**src/include/vdp_defines.svh**
```systemverilog
// NTSC frame only with 342 dots per line and 262 lines, and no vertical border handling
`ifndef VDP_DEFINES_SVH
`define VDP_DEFINES_SVH

// Dots per scan line, counted in four-clock dot phases
`define VDP_DOTS_PER_LINE 342

// Lines per frame
`define VDP_LINES_PER_FRAME 262

// VRAM byte address width for 128 KiB
`define VDP_VRAM_AW 17

// Bus address width
// Top bit picks the register bank over VRAM
`define VDP_WB_AW 18

// Text control registers behind the bus
`define VDP_NUM_REGS 8

`endif

```
**src/hw/vdp_pkg.sv**
```systemverilog
// Shared types only, and the dot phase encoding is fixed by the Gray order 00 01 11 10
`default_nettype none

package vdp_pkg;

    // Four dot phases of one clock each
    typedef enum logic [1:0] {
        DS_ADDR  = 2'b00,
        DS_READ  = 2'b01,
        DS_SET   = 2'b11,
        DS_SHIFT = 2'b10
    } dot_state_e;

    // Decoded screen mode
    typedef enum logic [1:0] {
        TM_OFF,
        TM_TEXT1,
        TM_TEXT2
    } text_mode_e;

    // Six fetch slots of one character group
    typedef enum logic [2:0] {
        SL_COLOR,
        SL_NAME_A,
        SL_GEN_A,
        SL_IDLE,
        SL_NAME_B,
        SL_GEN_B
    } fetch_slot_e;

endpackage

`default_nettype wire

```
**src/hw/vdp_dot_timing.sv**
```systemverilog
// Free running after reset with no sync inputs, so every block derives its timing from here
`timescale 1ns/1ps
`default_nettype none
`include "vdp_defines.svh"

module vdp_dot_timing (
    input  logic                CLK21M,
    input  logic                RESET,
    output vdp_pkg::dot_state_e dot_state,
    output logic [8:0]          dot_x,
    output logic [8:0]          dot_y
);
    import vdp_pkg::*;

    always_ff @(posedge CLK21M or posedge RESET) begin
        if (RESET) begin
            dot_state <= DS_ADDR;
            dot_x     <= '0;
            dot_y     <= '0;
        end else begin
            // Phase sequencer
            case (dot_state)
                DS_ADDR: dot_state <= DS_READ;
                DS_READ: dot_state <= DS_SET;
                DS_SET:  dot_state <= DS_SHIFT;
                default: dot_state <= DS_ADDR;
            endcase

            // Counters step on the SET to SHIFT edge
            if (dot_state == DS_SET) begin
                if (dot_x == 9'(`VDP_DOTS_PER_LINE - 1)) begin
                    dot_x <= '0;
                    // End of line
                    if (dot_y == 9'(`VDP_LINES_PER_FRAME - 1)) begin
                        dot_y <= '0;
                    end else begin
                        dot_y <= dot_y + 9'd1;
                    end
                end else begin
                    dot_x <= dot_x + 9'd1;
                end
            end
        end
    end

    // Full phase cycle once entered
    ap_phase_order: assert property (@(posedge CLK21M) disable iff (RESET)
        dot_state == DS_ADDR |=> dot_state == DS_READ ##1 dot_state == DS_SET
                                 ##1 dot_state == DS_SHIFT ##1 dot_state == DS_ADDR);

endmodule

`default_nettype wire

```
**config.mk**
```make
export PLATFORM = sky130hd
export DESIGN_NAME = vdp_dot_timing
export DESIGN_NICKNAME = d
export VERILOG_FILES = /design/src/hw/vdp_pkg.sv /design/src/hw/vdp_dot_timing.sv
export VERILOG_INCLUDE_DIRS = /design/src /design/src/include
export SDC_FILE = /design/constraint.sdc
export NUM_CORES = 1
export LEC_CHECK = 0
export BUFFER_PORTS_ARGS = -buffer_cell sky130_fd_sc_hd__buf_2
export CAP_MARGIN = 20
export CORE_AREA = 2 2 49 51
export DETAILED_ROUTE_END_ITERATION = 10
export DIE_AREA = 0 0 51 53
export MAX_ROUTING_LAYER = met4
export PLACE_DENSITY = 0.71
export SLEW_MARGIN = 20
export SYNTH_ARGS = -nofsm -noshare
export SYNTH_HDL_FRONTEND = slang
export SYNTH_SLANG_ARGS = --single-unit
```
**constraint.sdc**
```tcl
create_clock -name CLK21M -period 2 [get_ports CLK21M]
set_input_delay 0.1 -clock CLK21M [delete_from_list [all_inputs] [get_ports CLK21M]]
set_output_delay 0.1 -clock CLK21M [all_outputs]
set_load 0.01 [all_outputs]
```
* After elaboration in Yosys (flattened, before gate mapping)
Index checks and enable logic that the tools add are counted.
** Word-level totals
- Flip-flop bits (word level) :: 20
- Input bits :: 2
- Output and inout bits :: 20
** Cells by class
- $add $sub $neg :: 2
- Eq/ne operators :: 4
- Multiplexer cells :: 3
- Reduce and logical (&&, ||, !) cells :: 2
** Operators with widths (number)
- 9-bit by 1-bit adder with 9-bit output, second input constant :: 2
- 9-bit equality test, second input constant :: 2
- 9-bit two-way mux :: 2
- 2-bit case mux with 3 select lines :: 1
- 2-bit by 1-bit equality test with 1-bit output, second input constant :: 1
- 2-bit equality test, second input constant :: 1
- 2-bit zero test :: 1
- 2-bit AND reduction :: 1

* Depth between registers and ports, before layout
Gate-level depths: netlist of the first run.
- Depth after elaboration :: 2
- Mapped depth :: 7
- Mapped depth without buffers :: 6

* Least setup slack after synthesis of the first run
Ideal clock, no wire load.
- Kind :: register -> register
- Start :: register dot_x[1]
- End :: register dot_y[6]
- Setup time :: 0.122 ns
- Arrival time :: 1.531 ns
- Required time :: 1.878 ns
- Setup slack :: 0.348 ns
- Cell stages (with the launch flop) :: 8
- Buffers on the path :: 1
- Period minus slack after synthesis :: 1.652 ns
- Cells stage by stage :: dfrtp_1 -> inv_1 -> ha_1 -> nand4b_4 -> nor3_4 -> clkbuf_1 -> o21ai_0 -> o2bb2ai_1
** Between the ends
- Longest elaborated chain between the ends :: 2
** RTL lines
- start: declaration :: line vdp_dot_timing.sv:10 : output logic [8:0] dot_x,
- start signal: assignment :: line vdp_dot_timing.sv:40 : dot_x <= dot_x + 9'd1;
- 9-bit equality test :: line vdp_dot_timing.sv:31 : if (dot_x == 9'(`VDP_DOTS_PER_LINE - 1)) begin
- 2-bit AND reduction (no line)
- end signal: assignment :: line vdp_dot_timing.sv:37 : dot_y <= dot_y + 9'd1;
- end: declaration :: line vdp_dot_timing.sv:11 : output logic [8:0] dot_y
Every way passes these cells.
A chain may end at the register's enable or synchronous reset.

* Final worst setup path of the first run
- Start :: register dot_x[0]
- End :: register dot_x[8]
** Between the ends
- Longest elaborated chain between the ends :: 2
** RTL lines (line)
- 9-bit by 1-bit adder with 9-bit output or 9-bit equality test (tied branches) :: vdp_dot_timing.sv:40, vdp_dot_timing.sv:31
- 9-bit two-way mux * :: vdp_dot_timing.sv:31
Every way passes the cells marked *; elsewhere a longest branch is shown, timed or not.

==> results.cfg, run 1 <==
[sta]
fmax_mhz = 576.5
fin_skew_ps = 1.097
whs_ps = 452.9
rsz0062_at_grt = false
finalSetupViolations = 0
period_share = 0.8673
period_needed_ps = 1735
tns_ps = 0
slew_headroom = 0.5172
tightest_slew_ps = 723.4
hold_viol_final = 0
setup_ws_ps = 265.4
drv_slew = 0

[global_routing]
grt_pass1_wl_um = 3588
met3_usage = 0.02542
first_global_vias = 757
grtUsageMet1 = 0.2608
grt-ovfl-total = 0
use_met2 = 0.2662
antenna_found_initial = 0
track_usage = 0.1870
busiest_layer = met2
grt_max_degree = 21

[placement]
port_buffers = 21
post-place-ws_ps = 277.4
dp_hpwl_um = 1506
place.gp.congestion = 0.8305
numPlacedInstances = 148

[worst_hold_path]
hp-class = in2async

[floorplanning]
core_um2 = 2148
rows = 17
top_level_ports = 22
fp.dieH_um = 53
start_util = 0.4997
dieArea_um2 = 2703
chipWidth_um = 51

[clock_tree]
clk_pin_slew_ps = 110
cts_sinks = 20
cts_repair_resize_count = 0
cts-root-buf = clkbuf_4
worstSkewPairLatency_ps = 290
cts_buffer_depth = 2
cts_buffers = 3
post_cts_buffers = 0
htreeDepth = 1
cts_tree = yes

[job]
max_cap_violations = 0

[critical_path]
cpPeakStageDelay_ps = 460
startpoint = dot_x[0]$_DFFE_PP0N_
worstSetupPathType = reg2reg
r2r_start = dot_x[0]$_DFFE_PP0N_
cp.depth = 5
crit_fanout = 7
required_ps = 2190
crit_chain = ha_1 > nand3_1 > nor4_1 > nor2_1 > mux2_2
r2r_end = dot_x[8]$_DFFE_PP0N_
path_delay_family = simple AND/OR/NAND/NOR gates
worstPathArrival_ps = 1930
critPathBufInv = 0
worstSetupStartpointType = flip-flop
endpoint = dot_x[8]$_DFFE_PP0N_
rrSetupSlack_ps = 270
r2r_cells = 5
end_kind = flip-flop
critPathSlowestCell = dfrtp_1

[routing]
vias_per_cell = 5.454
drt_iter0_markers = 13
wl_per_cell_um = 13.42
drcViolationCount = 0
ant_nets = 0
vias = 829
wirelength_um = 2040
dr.pass1.iters = 4

[logic_synthesis]
syn_inst = 100
syn-num-nets = 106
synth.area.mux_share = 0.01049
synth-simple-area-share = 0.2890
synthAdderAreaFrac = 0.04662
netlist_area_um2 = 1074
synth_area_per_cell_um2 = 10.74
synth_compound_area_frac = 0.1072
yosys_warnings = 0
synth_xor_area_frac = 0.04895
synth_top_family_by_area = simple AND/OR/NAND/NOR gates
ys_ff_latch = 20
synth_seq_area_share = 0.4662
ys_types = 35

[finish]
drive_above_1_share = 0.2823
instances_no_fill = 152
seqCellArea_um2 = 500.5
nNetsFinal = 132
nFillCells = 200
antenna_cells = 0
area_growth_pct = 16.08
multi_input_area_um2 = 539.3

[power_and_ir_drop]
ir_drop_uv = 264.2
leakagePower_uw = 0.0005706
pwr-share-comb = 0.016
clockPowerShare = 0.312
seqPwrFrac = 0.672
cellInternalPower_uw = 476.4
powerDensity_nw_per_um2 = 482.8
power_uw = 601.6
switching_power_uw = 125.3
sw_frac_of_total = 0.2082

[run_status]
status = complete, no violations
-- worst register-to-register path, stage by stage (launching register included) --
cell	delay (ps)
dfrtp_1	460
ha_1	180
nand3_1	210
nor4_1	440
nor2_1	80
mux2_2	270
-- registers in the layout, summed over array words and instances, names as in the netlist --
| name | count |
|---|---|
| dot_x | 9 |
| dot_state | 2 |
| dot_y | 9 |
-- metrics by stage --
stage | instance area (µm²) | utilization
after global placement | 1214 | 0.5649
after floorplan | 1074 | -
after CTS | 1246 | 0.5801
after global routing | 1246 | 0.5801
after detailed placement | 1214 | 0.5649
final | 1246 | 0.5801
-- cells in the final DEF (no fill, tap or decap), types with 3 or more instances in the layout --
cell type,Yosys,layout
buf_2,0,21
dfrtp_1,20,20
nand2_1,9,9
inv_1,7,7
o21ai_0,5,5
nor2_1,5,5
nand3_1,4,4
xor2_1,4,4
ha_1,4,4
or3_1,3,3
o21ai_1,3,3
and4_1,3,3
clkbuf_4,0,3
-- cell usage after synthesis (all sizes together) --
library cell | n | area, µm²
xnor2 | 2 | 17.52
or4b | 1 | 13.76
nand4b | 1 | 23.77
nor3 | 4 | 36.29
nand2 | 9 | 33.78
nand4 | 2 | 12.51
a21o | 1 | 7.510
mux2 | 1 | 11.26
nor4 | 3 | 33.78
xor2 | 4 | 35.03
a21oi | 2 | 10.01
inv | 7 | 26.28
o21a | 1 | 7.510
dfrtp | 20 | 500.5
nand2b | 3 | 21.27
clkbuf | 2 | 7.510
nand4bb | 1 | 27.53
nor2 | 5 | 18.77
nor2b | 1 | 6.260
or3 | 4 | 30.03
nand3 | 4 | 20.02
ha | 4 | 50.05
a22o | 1 | 8.760
and2 | 1 | 6.260
o2bb2ai | 2 | 17.52
o31ai | 2 | 15.01
o21ai | 9 | 48.79
and4 | 3 | 26.28
-- cell families after synthesis --
logic type,count (synthesis)
adder cells (fa/ha/maj),4
AND/OR/NAND/NOR,42
multiplexers,1
buffers and inverters,9
AO/OA/AOI/OAI,18
flip-flops,20
XOR/XNOR,6
-- worst min-delay path by stage --
stage,startpoint,endpoint,cells past startpoint
CTS,dot_state[0]$_DFF_PP0_,dot_state[1]$_DFF_PP0_,0
global placement,RESET,dot_y[8]$_DFFE_PP0P_,2
floorplan,RESET,dot_state[0]$_DFF_PP0_,1
finish,RESET,dot_y[1]$_DFFE_PP0P_,3
detailed placement,RESET,dot_y[1]$_DFFE_PP0P_,2
global route,dot_state[0]$_DFF_PP0_,dot_state[1]$_DFF_PP0_,0
-- power by group through the flow --
stage	Sequential (µW)	Combinational (µW)	Clock, µW
after floorplan	412	6.06	0
after global placement	412	9.21	0
after detailed placement	412	9.20	0
after CTS	404	10.7	198
after global routing	404	12.2	207
final	404	9.68	188
-- timing repair --
item                       CTS  global route
hold endpoints to repair    20             0
hold buffers                 1             0
setup endpoints to repair    0             0
-- metal layers --
metal / up-vias / share of wire
met2: 18 / 0.46
met3: 4 / 0.032
met5: - / 0
met4: 0 / 0.016
li1: 407 / -
met1: 400 / 0.49
-- layout make-up --
cell class	instances	share of cell area
Timing Repair Buffer	23	0.09839
Sequential cell	20	0.4016
Multi-Input combinational cell	71	0.4327
Inverter	7	0.02108
Tap cell	28	0.02811
Clock buffer	3	0.01807
No activity file was read; power rests on OpenSTA's default activity.
==> run 2, diff against run 1 <==
Settings changed: ABC_CLOCK_PERIOD_IN_PS from default to 2000, CTS_BUF_LIST from default to sky130_fd_sc_hd__clkbuf_16.
==> run 2 against run 1 <==
Sequential power about the same. Flip-flop and latch count unchanged. Routed wire length unchanged. Sequential share of layout area down 1.3 points. Clock skew about the same. Global-route usage down 0.44 points. Critical path type unchanged. Fmax up 0.43%. Core utilization up 2.0 points. Final area up 3.4%. The flow now finishes with violations (hold timing).
==> results.cfg, run 2 (synthesized netlist as in run 1, its figures left out) <==
[routing]
wl_per_cell_um = 13.51
wirelength_um = 2040
drcViolationCount = 0
dr.pass1.iters = 4
vias = 827
ant_nets = 0
vias_per_cell = 5.477
drt_iter0_markers = 11

[global_routing]
track_usage = 0.1826
antenna_found_initial = 0
grt_max_degree = 21
grt_pass1_wl_um = 3512
first_global_vias = 746
grt-ovfl-total = 0

[finish]
nFillCells = 196
fin_area_um2 = 1289
final_cell_mix = 21 x buf_2, 20 x dfrtp_1, 9 x nand2_1
area_growth_pct = 20.05
largestRegisters = dot_x: 9 flops, dot_y: 9 flops, dot_state: 2 flops
layout_commonest_cell = buf_2
nNetsFinal = 131
drive_above_1_share = 0.2846
antenna_cells = 0

[power_and_ir_drop]
powerDensity_nw_per_um2 = 630.0
power_uw = 811.9
ir_drop_uv = 443.0
leakagePower_uw = 0.0005896

[critical_path]
end_kind = flip-flop
crit_fanout = 7
worstPathArrival_ps = 1850
required_ps = 2130
worstSetupPathType = reg2reg
worstSetupStartpointType = flip-flop

[placement]
dp_hpwl_um = 1506
place.gp.congestion = 0.8305
place_area_um2 = 1214
post-place-ws_ps = 277.4
port_buffers = 21

[clock_tree]
worstSkewPairLatency_ps = 250
post_cts_buffers = 0
cts_sinks = 20
cts_buffer_depth = 2
clk_pin_slew_ps = 50
cts-root-buf = clkbuf_16
ctsHoldBuffers = 0
cts_repair_resize_count = 0
cts_tree = yes
cts_buffers = 3
htreeDepth = 1

[sta]
period_needed_ps = 1727
fin_skew_ps = 1.150
period_share = 0.8636
fmax_mhz = 578.9
finalSetupViolations = 0
tns_ps = 0
drv_slew = 0
tightest_slew_ps = 729.8
slew_headroom = 0.5129
rsz0062_at_grt = false
hold_viol_final = 20
setup_ws_ps = 272.7
whs_ps = -33.29

[job]
max_cap_violations = 0

[floorplanning]
core_um2 = 2148
fp.dieH_um = 53
start_util = 0.4997
dieArea_um2 = 2703
top_level_ports = 22
chipWidth_um = 51
rows = 17

[run_status]
violations = hold timing
status = complete, but fails checks

[worst_hold_path]
hp-class = in2async
## run 2: final timing paths
path,start,endpoint,slack (ps),cells past startpoint
min in group CLK21M,dot_state[0]$_DFF_PP0_,dot_state[1]$_DFF_PP0_,460,0
max in group asynchronous,RESET,dot_y[0]$_DFFE_PP0P_,1570,2
hold reg to reg,dot_state[0]$_DFF_PP0_,dot_state[1]$_DFF_PP0_,460,0
setup / recovery,dot_y[3]$_DFFE_PP0P_,dot_y[3]$_DFFE_PP0P_,270,4
hold / removal,RESET,dot_y[1]$_DFFE_PP0P_,-30,2
setup reg to reg,dot_y[3]$_DFFE_PP0P_,dot_y[3]$_DFFE_PP0P_,270,4
## run 2: power by group
group	switching, µW	leakage [µW]	internal (µW)
Clock	135	0.0000370	263
Combinational	7.48	0.000288	0.786
Sequential	0	0.000265	405
## run 2: final cells by class
class / count / area, µm² / share of cell area
Inverter: 7 / 26.28 / 0.02039
Sequential cell: 20 / 500.5 / 0.3883
Clock buffer: 3 / 75.07 / 0.05825
Tap cell: 28 / 35.03 / 0.02718
Timing Repair Buffer: 22 / 112.6 / 0.08738
Multi-Input combinational cell: 71 / 539.3 / 0.4184
## run 2: per-stage QoR
step,util,instances
6_report,0.5999,151
5_1_grt,0.5999,151
2_1_floorplan,-,100
3_3_place_gp,0.5649,148
4_1_cts,0.5999,151
3_5_place_dp,0.5649,148
## run 2: worst max-delay path, stage by stage (launching register included)
cell	delay, ps
dfrtp_1	440
or4b_4	570
nor4_4	300
nand2b_2	240
o31ai_1	70
## run 2: routing by layer
| metal | GRT usage | share of wire |
|---|---|---|
| met1 | 0.2536 | 0.49 |
| met2 | 0.2576 | 0.46 |
| met3 | 0.03390 | 0.040 |
| met4 | 0.08559 | 0.017 |
| met5 | - | 0 |
