<file path="config.mk">
export PLATFORM = sky130hd
export DESIGN_NAME = vdp_text12_flat
export DESIGN_NICKNAME = d
export VERILOG_FILES = /design/src/hw/vdp_pkg.sv /design/src/hw/vdp_text_cfg_if.sv /design/src/hw/vdp_text12.sv /design/src/flat_wrapper.sv
export VERILOG_INCLUDE_DIRS = /design/src /design/src/include
export SDC_FILE = /design/constraint.sdc
export NUM_CORES = 1
export LEC_CHECK = 0
export ABC_AREA = 1
export ABC_CLOCK_PERIOD_IN_PS = 3000
export BUFFER_PORTS_ARGS = -buffer_cell sky130_fd_sc_hd__buf_4
export CAP_MARGIN = 20
export CORE_MARGIN = 4
export CORE_UTILIZATION = 45
export CTS_BUF_LIST = sky130_fd_sc_hd__clkbuf_8
export DETAILED_ROUTE_END_ITERATION = 10
export HOLD_SLACK_MARGIN = 0.15
export PLACE_DENSITY = 0.72
export SYNTH_ARGS = -nofsm -noshare
export SYNTH_HDL_FRONTEND = slang
export SYNTH_SLANG_ARGS = --single-unit
</file>
<file path="constraint.sdc">
create_clock -name CLK21M -period 3 [get_ports CLK21M]
set_clock_uncertainty 0.1 [all_clocks]
set_input_delay 0.6 -clock CLK21M [delete_from_list [all_inputs] [get_ports CLK21M]]
set_output_delay 0.6 -clock CLK21M [all_outputs]
set_load 0.1 [all_outputs]
</file>
<file path="src/include/vdp_defines.svh">
// NTSC frame only with 342 dots per line and 262 lines, and no vertical border handling
`ifndef VDP_DEFINES_SVH
`define VDP_DEFINES_SVH

// Dots per scan line, counted in four-clock dot phases
`define VDP_DOTS_PER_LINE 342

// Lines per frame
`define VDP_LINES_PER_FRAME 262

// VRAM byte address width for 128 KiB
`define VDP_VRAM_AW 17

// Bus address width
// Top bit picks the register bank over VRAM
`define VDP_WB_AW 18

// Text control registers behind the bus
`define VDP_NUM_REGS 8

`endif

</file>
<file path="src/hw/vdp_pkg.sv">
// Shared types only, and the dot phase encoding is fixed by the Gray order 00 01 11 10
`default_nettype none

package vdp_pkg;

    // Four dot phases of one clock each
    typedef enum logic [1:0] {
        DS_ADDR  = 2'b00,
        DS_READ  = 2'b01,
        DS_SET   = 2'b11,
        DS_SHIFT = 2'b10
    } dot_state_e;

    // Decoded screen mode
    typedef enum logic [1:0] {
        TM_OFF,
        TM_TEXT1,
        TM_TEXT2
    } text_mode_e;

    // Six fetch slots of one character group
    typedef enum logic [2:0] {
        SL_COLOR,
        SL_NAME_A,
        SL_GEN_A,
        SL_IDLE,
        SL_NAME_B,
        SL_GEN_B
    } fetch_slot_e;

endpackage

`default_nettype wire

</file>
<file path="src/hw/vdp_text_cfg_if.sv">
// Register values only, all driven by vdp_regs and held stable between bus writes
`timescale 1ns/1ps
`default_nettype none

interface vdp_text_cfg_if;
    import vdp_pkg::*;

    // Mode and blink clock source
    text_mode_e  mode;
    logic        bl_clks;
    // Colours
    logic [7:0]  frame_col;
    logic [7:0]  blink_col;
    logic [7:0]  blink_period;
    // Table bases
    logic [6:0]  name_base;
    logic [5:0]  gen_base;
    logic [10:0] col_base;

    modport ctrl (
        output mode, bl_clks, frame_col, blink_col, blink_period,
               name_base, gen_base, col_base
    );

    modport view (
        input  mode, bl_clks, frame_col, blink_col, blink_period,
               name_base, gen_base, col_base
    );

endinterface

`default_nettype wire

</file>
<file path="src/hw/vdp_text12.sv">
// TEXT1 and TEXT2 only, rows run over the whole frame with no vertical border, VRAM latency one clock
`timescale 1ns/1ps
`default_nettype none
`include "vdp_defines.svh"

module vdp_text12 (
    input  logic                    CLK21M,
    input  logic                    RESET,
    input  vdp_pkg::dot_state_e     dot_state,
    input  logic [8:0]              dot_x,
    input  logic [8:0]              dot_y,
    vdp_text_cfg_if.view            cfg,
    output logic [`VDP_VRAM_AW-1:0] ram_adr,
    input  logic [7:0]              ram_dat,
    output logic                    disp_en,
    output logic [3:0]              color_code
);
    import vdp_pkg::*;

    // Slot 0 to 5 in the low bits
    // Group of eight TEXT2 characters above
    logic [4:0]              cnt24;
    fetch_slot_e             slot;
    logic                    pre_win;
    logic                    win_next;
    logic                    is_text1;
    logic                    is_text2;
    // Character position
    logic [6:0]              char_x;
    logic [11:0]             line_start;
    logic [11:0]             char_idx;
    logic [`VDP_VRAM_AW-1:0] adr_name;
    logic [`VDP_VRAM_AW-1:0] adr_gen;
    logic [`VDP_VRAM_AW-1:0] adr_col;
    // Fetched bytes and shifters
    logic [7:0]              pat_num;
    logic [7:0]              pre_pat;
    logic [7:0]              pre_blink;
    logic [7:0]              pattern;
    logic [7:0]              blink;
    logic [7:0]              tx_color;
    logic [3:0]              dot_color;
    // Blink phase
    logic [3:0]              blink_clk_cnt;
    logic [3:0]              blink_per_cnt;
    logic                    blink_on;
    logic [3:0]              blink_max;
    logic                    blink_sync;

    assign is_text1 = (cfg.mode == TM_TEXT1);
    assign is_text2 = (cfg.mode == TM_TEXT2);
    assign slot     = fetch_slot_e'(cnt24[2:0]);

    // ----------------------------------------
    // Table addresses
    // ----------------------------------------
    assign char_idx = line_start + {5'd0, char_x};
    // TEXT2 name table spans 4 KiB
    assign adr_name = is_text1 ? {cfg.name_base, char_idx[9:0]}
                               : {cfg.name_base[6:2], char_idx};
    assign adr_gen  = {cfg.gen_base, pat_num, dot_y[2:0]};
    // One blink byte per eight characters
    assign adr_col  = {cfg.col_base[10:3], char_idx[11:3]};

    // ----------------------------------------
    // Fetch counter and pre window
    // ----------------------------------------
    // In SHIFT dot_x already holds the next dot
    always_ff @(posedge CLK21M or posedge RESET) begin
        if (RESET) begin
            cnt24   <= '0;
            pre_win <= 1'b0;
        end else if (dot_state == DS_SHIFT) begin
            if (dot_x == 9'd12) begin
                cnt24   <= '0;
                pre_win <= (cfg.mode != TM_OFF);
            end else begin
                if (dot_x == 9'd252) begin
                    pre_win <= 1'b0;
                end
                if (cnt24[2:0] == 3'd5) begin
                    cnt24[4:3] <= cnt24[4:3] + 2'd1;
                    cnt24[2:0] <= 3'd0;
                end else begin
                    cnt24[2:0] <= cnt24[2:0] + 3'd1;
                end
            end
        end
    end

    // Address issue in SET
    always_ff @(posedge CLK21M or posedge RESET) begin
        if (RESET) begin
            ram_adr    <= '0;
            char_x     <= '0;
            line_start <= '0;
        end else begin
            case (dot_state)
                DS_SET: begin
                    if (pre_win) begin
                        case (slot)
                            SL_COLOR: begin
                                if (is_text2 && cnt24[4:3] == 2'b00) begin
                                    ram_adr <= adr_col;
                                end
                            end
                            SL_NAME_A: begin
                                ram_adr <= adr_name;
                                char_x  <= char_x + 7'd1;
                            end
                            SL_GEN_A: ram_adr <= adr_gen;
                            // Second character of a TEXT2 group
                            SL_NAME_B: begin
                                if (is_text2) begin
                                    ram_adr <= adr_name;
                                    char_x  <= char_x + 7'd1;
                                end
                            end
                            SL_GEN_B: begin
                                if (is_text2) begin
                                    ram_adr <= adr_gen;
                                end
                            end
                            default: ;
                        endcase
                    end
                end
                DS_ADDR: begin
                    if (dot_x == 9'd11) begin
                        char_x <= '0;
                        if (dot_y == 9'd0) begin
                            line_start <= '0;
                        end
                    end else if (dot_x == 9'd251 && dot_y[2:0] == 3'b111) begin
                        // Next character row
                        line_start <= char_idx;
                    end
                end
                default: ;
            endcase
        end
    end

    // Read back one slot after issue
    always_ff @(posedge CLK21M) begin
        if (dot_state == DS_READ) begin
            case (slot)
                SL_NAME_A: begin
                    if (is_text2 && cnt24[4:3] == 2'b00) begin
                        pre_blink <= ram_dat;
                    end
                end
                SL_GEN_A: pat_num <= ram_dat;
                SL_IDLE:  pre_pat <= ram_dat;
                SL_GEN_B: begin
                    if (is_text2) begin
                        pat_num <= ram_dat;
                    end
                end
                // Pattern of the B character
                SL_COLOR: begin
                    if (is_text2) begin
                        pre_pat <= ram_dat;
                    end
                end
                default: ;
            endcase
        end
    end

    // ----------------------------------------
    // Pattern shifter
    // ----------------------------------------
    always_ff @(posedge CLK21M) begin
        case (dot_state)
            DS_ADDR: begin
                if (slot == SL_NAME_B || (is_text2 && slot == SL_NAME_A)) begin
                    pattern <= pre_pat;
                    // Blink bits follow the character loads
                    blink <= (cnt24 == 5'b00100) ? pre_blink : {blink[6:0], 1'b0};
                end
            end
            DS_READ: pattern <= {pattern[6:0], 1'b0};
            DS_SHIFT: begin
                if (is_text2) begin
                    pattern <= {pattern[6:0], 1'b0};
                end
            end
            default: ;
        endcase
    end

    // ----------------------------------------
    // Colour select
    // ----------------------------------------
    assign tx_color  = (is_text2 && blink_on && blink[7]) ? cfg.blink_col : cfg.frame_col;
    assign dot_color = pattern[7] ? tx_color[7:4] : tx_color[3:0];
    // Window from dot 16 up to 256
    assign win_next  = (cfg.mode != TM_OFF) &&
                       (dot_x == 9'd16 || (disp_en && dot_x != 9'd256));

    always_ff @(posedge CLK21M or posedge RESET) begin
        if (RESET) begin
            disp_en    <= 1'b0;
            color_code <= 4'h0;
        end else if (dot_state == DS_READ) begin
            disp_en    <= win_next;
            color_code <= win_next ? dot_color : cfg.frame_col[3:0];
        end else if (dot_state == DS_SHIFT && is_text2) begin
            // Second half dot
            color_code <= disp_en ? dot_color : cfg.frame_col[3:0];
        end
    end

    // ----------------------------------------
    // Blink timing
    // ----------------------------------------
    assign blink_max  = blink_on ? cfg.blink_period[7:4] : cfg.blink_period[3:0];
    // Frame start, or every line start when bl_clks is set
    assign blink_sync = (dot_state == DS_ADDR) && (dot_x == 9'd0) &&
                        (cfg.bl_clks || dot_y == 9'd0);

    always_ff @(posedge CLK21M or posedge RESET) begin
        if (RESET) begin
            blink_clk_cnt <= '0;
            blink_per_cnt <= '0;
            blink_on      <= 1'b0;
        end else if (blink_sync) begin
            // Ten syncs per period unit
            if (blink_clk_cnt == 4'd9) begin
                blink_clk_cnt <= '0;
                blink_per_cnt <= blink_per_cnt + 4'd1;
            end else begin
                blink_clk_cnt <= blink_clk_cnt + 4'd1;
            end
            if (blink_per_cnt >= blink_max) begin
                blink_per_cnt <= '0;
                if (cfg.blink_period[7:4] == 4'd0) begin
                    blink_on <= 1'b0;
                end else if (cfg.blink_period[3:0] == 4'd0) begin
                    blink_on <= 1'b1;
                end else begin
                    blink_on <= ~blink_on;
                end
            end
        end
    end

    // VRAM address moves only out of SET
    ap_adr_in_set: assert property (@(posedge CLK21M) disable iff (RESET)
        !$stable(ram_adr) |-> $past(dot_state) == DS_SET);

    // TEXT1 keeps to the A slots
    ap_text1_a_only: assert property (@(posedge CLK21M) disable iff (RESET)
        !$stable(ram_adr) && $past(is_text1) |-> $past(slot) inside {SL_NAME_A, SL_GEN_A});

endmodule

`default_nettype wire

</file>
<file path="src/flat_wrapper.sv">
// flat-port wrapper written by rule: the top's interface ports become plain ports
module vdp_text12_flat import vdp_pkg::*;
  (CLK21M, RESET, dot_state, dot_x, dot_y, ram_adr, ram_dat, disp_en, color_code, cfg_mode, cfg_bl_clks, cfg_frame_col, cfg_blink_col, cfg_blink_period, cfg_name_base, cfg_gen_base, cfg_col_base);
  vdp_text_cfg_if cfg_i ();
  input  logic CLK21M;
  input  logic RESET;
  input  vdp_pkg::dot_state_e dot_state;
  input  logic [8:0] dot_x;
  input  logic [8:0] dot_y;
  output logic [`VDP_VRAM_AW-1:0] ram_adr;
  input  logic [7:0] ram_dat;
  output logic disp_en;
  output logic [3:0] color_code;
  input wire logic [$bits(cfg_i.mode)-1:0] cfg_mode;
  input wire logic [$bits(cfg_i.bl_clks)-1:0] cfg_bl_clks;
  input wire logic [$bits(cfg_i.frame_col)-1:0] cfg_frame_col;
  input wire logic [$bits(cfg_i.blink_col)-1:0] cfg_blink_col;
  input wire logic [$bits(cfg_i.blink_period)-1:0] cfg_blink_period;
  input wire logic [$bits(cfg_i.name_base)-1:0] cfg_name_base;
  input wire logic [$bits(cfg_i.gen_base)-1:0] cfg_gen_base;
  input wire logic [$bits(cfg_i.col_base)-1:0] cfg_col_base;
  assign cfg_i.mode = cfg_mode;
  assign cfg_i.bl_clks = cfg_bl_clks;
  assign cfg_i.frame_col = cfg_frame_col;
  assign cfg_i.blink_col = cfg_blink_col;
  assign cfg_i.blink_period = cfg_blink_period;
  assign cfg_i.name_base = cfg_name_base;
  assign cfg_i.gen_base = cfg_gen_base;
  assign cfg_i.col_base = cfg_col_base;
  vdp_text12 u_core (.CLK21M(CLK21M), .RESET(RESET), .dot_state(dot_state), .dot_x(dot_x), .dot_y(dot_y), .cfg(cfg_i), .ram_adr(ram_adr), .ram_dat(ram_dat), .disp_en(disp_en), .color_code(color_code));
endmodule
</file>
==> After elaboration in Yosys (flattened, before gate mapping) <==
Cells that the tools add are included.
{ "classes": {"n_addsub": 6, "n_lt_le_gt_ge": 1, "n_eq_ne": 30, "muxes": 37, "bitwise": 1, "reduce_logical": 43} }
{ "ops": {"columns": ["op", "count"], "rows": [
  ["case mux 17 bit (5 select lines)", 1],
  ["two-way mux 17 bit", 3],
  ["two-way mux 12 bit", 4],
  ["two-way mux 8 bit", 5],
  ["two-way mux 4 bit", 9],
  ["case mux 8 bit (2 select lines)", 2],
  ["case mux 7 bit (2 select lines)", 2],
  ["case mux 8 bit (3 select lines)", 1],
  ["two-way mux 7 bit", 3],
  ["== test 9 x 4 -> 1 bit (second input constant)", 2],
  ["== test 9 x 8 -> 1 bit (second input constant)", 2],
  ["zero test 9 bit", 2],
  ["nonzero test 2 bit", 9],
  ["!= test 2 x 1 -> 1 bit (second input constant)", 8],
  ["AND reduction 3 bit", 5],
  ["adder 12 x 7 -> 12 bit", 1],
  ["logical AND 1 bit", 10],
  ["AND reduction 2 bit", 5],
  ["== test 3 bit (second input constant)", 3],
  ["== test 9 x 5 -> 1 bit (second input constant)", 1],
  ["!= test 9 bit (second input constant)", 1],
  ["adder 4 x 1 -> 4 bit (second input constant)", 2],
  ["zero test 4 bit", 2],
  ["adder 7 x 1 -> 7 bit (second input constant)", 1],
  ["24 further kinds", 34]
]} }
{ "word_totals": {"register_bits": 96, "in_bits": 81, "output_inout_bits": 22, "word_cells": 135} }

==> Depth between registers and ports, before layout <==
{ "logic_depth": {"word_depth": 8, "depth_mapped": 14, "ltp_nobuf": 14} }

==> Least setup slack after synthesis <==
No wires, ideal clock.
{ "synth_timing": {"path_type": "input -> register", "start": "input port dot_state[1]", "end": "register u_core.pre_pat[0] (enable)", "setup_ps": 386, "arrival_time_ps": 1711, "t_required_ps": 2514, "slack_ps": 803, "stages": 4, "n_path_buf": 0, "path_cell_list": "inv_1 ha_1 inv_1 a211oi_1"} }
{ "synth_between": {"elab_chain_cells": 2} }
{ "synth_rtl": {"columns": ["element", "line_no", "rtl"], "rows": [
  ["from (decl)", "flat_wrapper.sv:7", "input vdp_pkg::dot_state_e dot_state;"],
  ["== test 2 x 1 -> 1 bit", "vdp_text12.sv:146", "if (dot_state == DS_READ) begin"],
  ["AND reduction 3 bit (no line)", null, null],
  ["to (signal assigned)", "vdp_text12.sv:154", "SL_IDLE: pre_pat <= ram_dat;"],
  ["to (signal assigned)", "vdp_text12.sv:163", "pre_pat <= ram_dat;"],
  ["to (decl)", "vdp_text12.sv:37", "logic [7:0] pre_pat;"]
]} }
Every way passes these cells.
A chain may end at the register's enable or synchronous reset.

==> Worst setup path in the final report <==
{ "layout_timing": {"start": "register u_core.char_x[0]", "end": "register u_core.ram_adr[8]"} }
{ "layout_between": {"elab_chain_cells": 4, "word_cells_on_any_way": 5, "cone_classes": "add/sub: 1; mux: 4"} }
{ "layout_rtl": {"columns": ["element", "line_no", "rtl"], "rows": [
  ["from (decl)", "vdp_text12.sv:29", "logic [6:0] char_x;"],
  ["from (signal assigned)", "vdp_text12.sv:109", "char_x <= char_x + 7'd1;"],
  ["from (signal assigned)", "vdp_text12.sv:116", "char_x <= char_x + 7'd1;"],
  ["adder 12 x 7 -> 12 bit (*)", "vdp_text12.sv:57", "assign char_idx = line_start + {5'd0, char_x};"],
  ["two-way mux 12 bit", "vdp_text12.sv:59", "assign adr_name = is_text1 ? {cfg.name_base, char_idx[9:0]}"],
  ["two-way mux 17 bit", "vdp_text12.sv:114", "if (is_text2) begin"],
  ["case mux 17 bit (5 select lines) (*)", "vdp_text12.sv:101", "case (slot)"],
  ["to (signal assigned)", "vdp_text12.sv:104", "ram_adr <= adr_col;"],
  ["to (signal assigned)", "vdp_text12.sv:108", "ram_adr <= adr_name;"],
  ["to (signal assigned)", "vdp_text12.sv:115", "ram_adr <= adr_name;"],
  ["to (decl)", "vdp_text12.sv:13", "output logic [`VDP_VRAM_AW-1:0] ram_adr,"]
]} }
Mark *: on every way between the ends. The rest lies on a longest branch, timed or not. The select of a mux whose other input is x is not followed.

==> run_results.csv <==
group,metric,value,unit
sta,fin_crit_sh,73.61,%
sta,setup-tns-final,0,ns
global_routing,grt_pass1_wl,22420,um
setup_path,cp-start-kind,"flop",
clocking,cts.htree.levels,3,
setup_path,cp_max_fo,6,
cells_and_area,nets,886,
setup_path,critical_path_buf_inv_count,2,
drt,vias,4854,
drt,drt_first_pass_iters,4,
setup_path,worst_path_dominant_cell_family,"simple AND/OR/NAND/NOR gates",
clocking,root_buffer,"clkbuf_8",
cells_and_area,diodes,0,
placement,placed_area,6407,sq um
setup_path,crit_required,3.18,ns
drt,viasPerCell,5.186,
drt,drc,0,
global_routing,grt_max_degree,57,
global_routing,first_global_vias,4782,
setup_path,cp-end-kind,"flop",
setup_path,cp_slowest_cell,"dfrtp_1",
yosys,synthAdderAreaFrac,4.920,%
run_status,status,"complete, no violations",
yosys,avgSynthCellArea,8.125,sq um
sta,hold_ws,0.3151,ns
clocking,cts_resized,0,
drt,avgRoutedWirePerCell,14.33,um
sta,hold_violations,0,
yosys,synth_mux_area_share,1.435,%
floorplan,die_w,118.5,um
sta,worst_slew_pin_slew,0.7292,ns
min_path,hold_path_class,"primary input to asynchronous set/reset pin",
yosys,postSynthCellCount,676,
yosys,yosysSeqAreaShare,47.38,%
power_and_ir_drop,power.total,3.326,mW
yosys,synth_area,5493,sq um
floorplan,die-area,14040,sq um
floorplan,rows,40,
cells_and_area,fin_cells,936,
yosys,synth_cell_types,42,
setup_path,critPathMaxStageDelay,0.45,ns
placement,io_buffers,99,
yosys,ys_warn_count,0,
flow_run,cap_violations,0,
yosys,synth_top_cell_by_area,"dfrtp_1",
power_and_ir_drop,ir_worst_vdd,0.0003750,V
sta,setup_violations,0,
cells_and_area,layout_common_cells,"nand2_1, buf_4, inv_1, nor2_1, nand3_1",
drt,wl,13420,um
sta,maxSlewViolCount,0,
global_routing,track_usage,19.73,%
yosys,synth-compound-area-share,8.383,%
power_and_ir_drop,p_per_area,504.5,nW/um^2
clocking,cts_tree,"yes",
yosys,yosys-top-cells-area,"dfrtp_1, edfxtp_1, nand2_1",
floorplan,start_util,45.92,%
floorplan,die_h,118.5,um
floorplan,num_io_pins,103,
placement,dp_cells,920,
setup_path,crit_chain,"ha_1 > inv_1 > fa_1 > inv_1 > nand3_1 > nand2_1 > nand2_1 > nand2_1 > nand2_1 > nand3_1 > nand3_1 > nor2_1 > nor2_1",
yosys,synth_xor_xnor_area_share,2.073,%
clocking,cts_hold_buf,0,
drt,drtIter0Drc,387,
clocking,insertion_delay,0.38,ns
cells_and_area,post-route-util,55.12,%
sta,max_slew_margin,51.39,%
placement,placement.setup.worst_slack,0.7404,ns
yosys,ys_ff_latch,96,
yosys,synth_top_area_share,25.51,%
setup_path,crit_type,"flop to flop",
setup_path,critPathMostFrequentCell,"nand2_1",
sta,max_freq,0.4529,GHz
placement,place_congestion,0.9290,
setup_path,arrival,2.39,ns
sta,rsz0062_at_grt,"false",
global_routing,grt_antenna_before_repair,0,
clocking,clk_path_buf_depth,2,
yosys,synthesis.nets,778,
clocking,tritoncts.num_buffers,9,
yosys,yosys.area_share.simple,28.41,%
cells_and_area,area_growth,20.02,%
clocking,clkSinkCount,96,
floorplan,core,11960,sq um
yosys,synth_top_family_by_area,"simple AND/OR/NAND/NOR gates",
sta,setup_ws,0.7918,ns
cells_and_area,drive_gt1_share,19.26,%
drt,drt.antenna.violating_nets,0,
clocking,postCtsSetupBuffers,0,
global_routing,grt-ovfl-total,0,
cells_and_area,finish.instance_area,6593,sq um
placement,dp_hpwl,10580,um
sta,min_period,2.208,ns
cells_and_area,final_common_cell,"nand2_1",
power_and_ir_drop,p_leak,3.326,nW
clocking,clkTransAtPathRegs,0.10,ns
[flip-flops by register name, indices dropped and copies added (netlist names)]
name                  count
u_core.blink              8
u_core.blink_clk_cnt      4
u_core.blink_on           1
u_core.blink_per_cnt      4
u_core.char_x             7
u_core.cnt24              5
u_core.color_code         4
u_core.disp_en            1
u_core.line_start        12
u_core.pat_num            8
u_core.pattern            8
u_core.pre_blink          8
u_core.pre_pat            8
u_core.pre_win            1
u_core.ram_adr           17
[cells in the mapped netlist]
master,n
nand2_1,199
inv_1,85
nor2_1,61
nand3_1,58
dfrtp_1,56
edfxtp_1,40
o21ai_0,25
a21oi_1,22
ha_1,20
o21ai_1,12
xor2_1,12
nand4_1,10
mux2_2,7
inv_2,6
nor3_1,6
o21bai_1,5
a22oi_1,4
a31oi_1,4
buf_2,4
o22ai_1,4
buf_6,3
nand2_2,3
nand3b_1,3
nor2_2,3
nor2_4,3
and2_1,2
nand3_2,2
nor4_1,2
or2_2,2
a211oi_1,1
a221oi_1,1
a41oi_2,1
buf_4,1
clkbuf_1,1
fa_1,1
nand2_4,1
nand4_2,1
nor2_8,1
o21a_1,1
o31ai_1,1
or2_1,1
xnor2_1,1
[cell families (layout without fill, tap and decap cells)]
| kind of cell | Yosys count | count (layout) |
|---|---|---|
| xor gates and xnor gates | 13 | 13 |
| muxes | 7 | 7 |
| adders and majority gates | 21 | 21 |
| buffers and inverters | 100 | 213 |
| DFF | 96 | 96 |
| AOI/OAI and AO/OA | 81 | 81 |
| and+or+nand+nor | 358 | 358 |
[tightest hold or removal path: cells and delay by family]
kind | cells | cell delay [ns]
buffers and inverters | 3 | 0.71
[power by group]
part | total (mW) | switching [mW] | internal, mW
logic | 0.925 | 0.617 | 0.308
registers | 1.59 | 0.101 | 1.49
clock network | 0.812 | 0.494 | 0.318
total | 3.33 | 1.21 | 2.11
[area by class of cell]
cell class,instances,area (sq um)
fill,1079,5369
sequential,96,2603
multi-input combinational,480,2484
timing repair buffer,106,795.8
inverter,91,341.6
tap,147,183.9
clock buffer,9,123.9
clock inverter,7,61.31
[metal layers]
metal | up-vias | track usage [%] | share of wire (%)
li1 | 2424 | - | -
met1 | 2265 | 23.92 | 43
met2 | 138 | 34.23 | 50
met3 | 27 | 4.258 | 4.7
met4 | 0 | 7.820 | 2.5
met5 | - | 0 | 0
[final timing paths]
| path | start | to | slack (ns) | depth (start not counted) |
|---|---|---|---|---|
| worst max-delay path | u_core.char_x[0] | u_core.ram_adr[8] | 0.79 | 13 |
| worst min-delay path | RESET | u_core.ram_adr[16] | 0.32 | 3 |
| worst max register to register | u_core.char_x[0] | u_core.ram_adr[8] | 0.79 | 13 |
| worst min register to register | u_core.ram_adr[1] | u_core.ram_adr[1] | 0.40 | 2 |
| max in group asynchronous | RESET | u_core.char_x[3] | 1.99 | 3 |
| min in group CLK21M | ram_dat[6] | u_core.pat_num[6] | 0.32 | 1 |
Note: power is estimated with default switching activity, not from simulation.
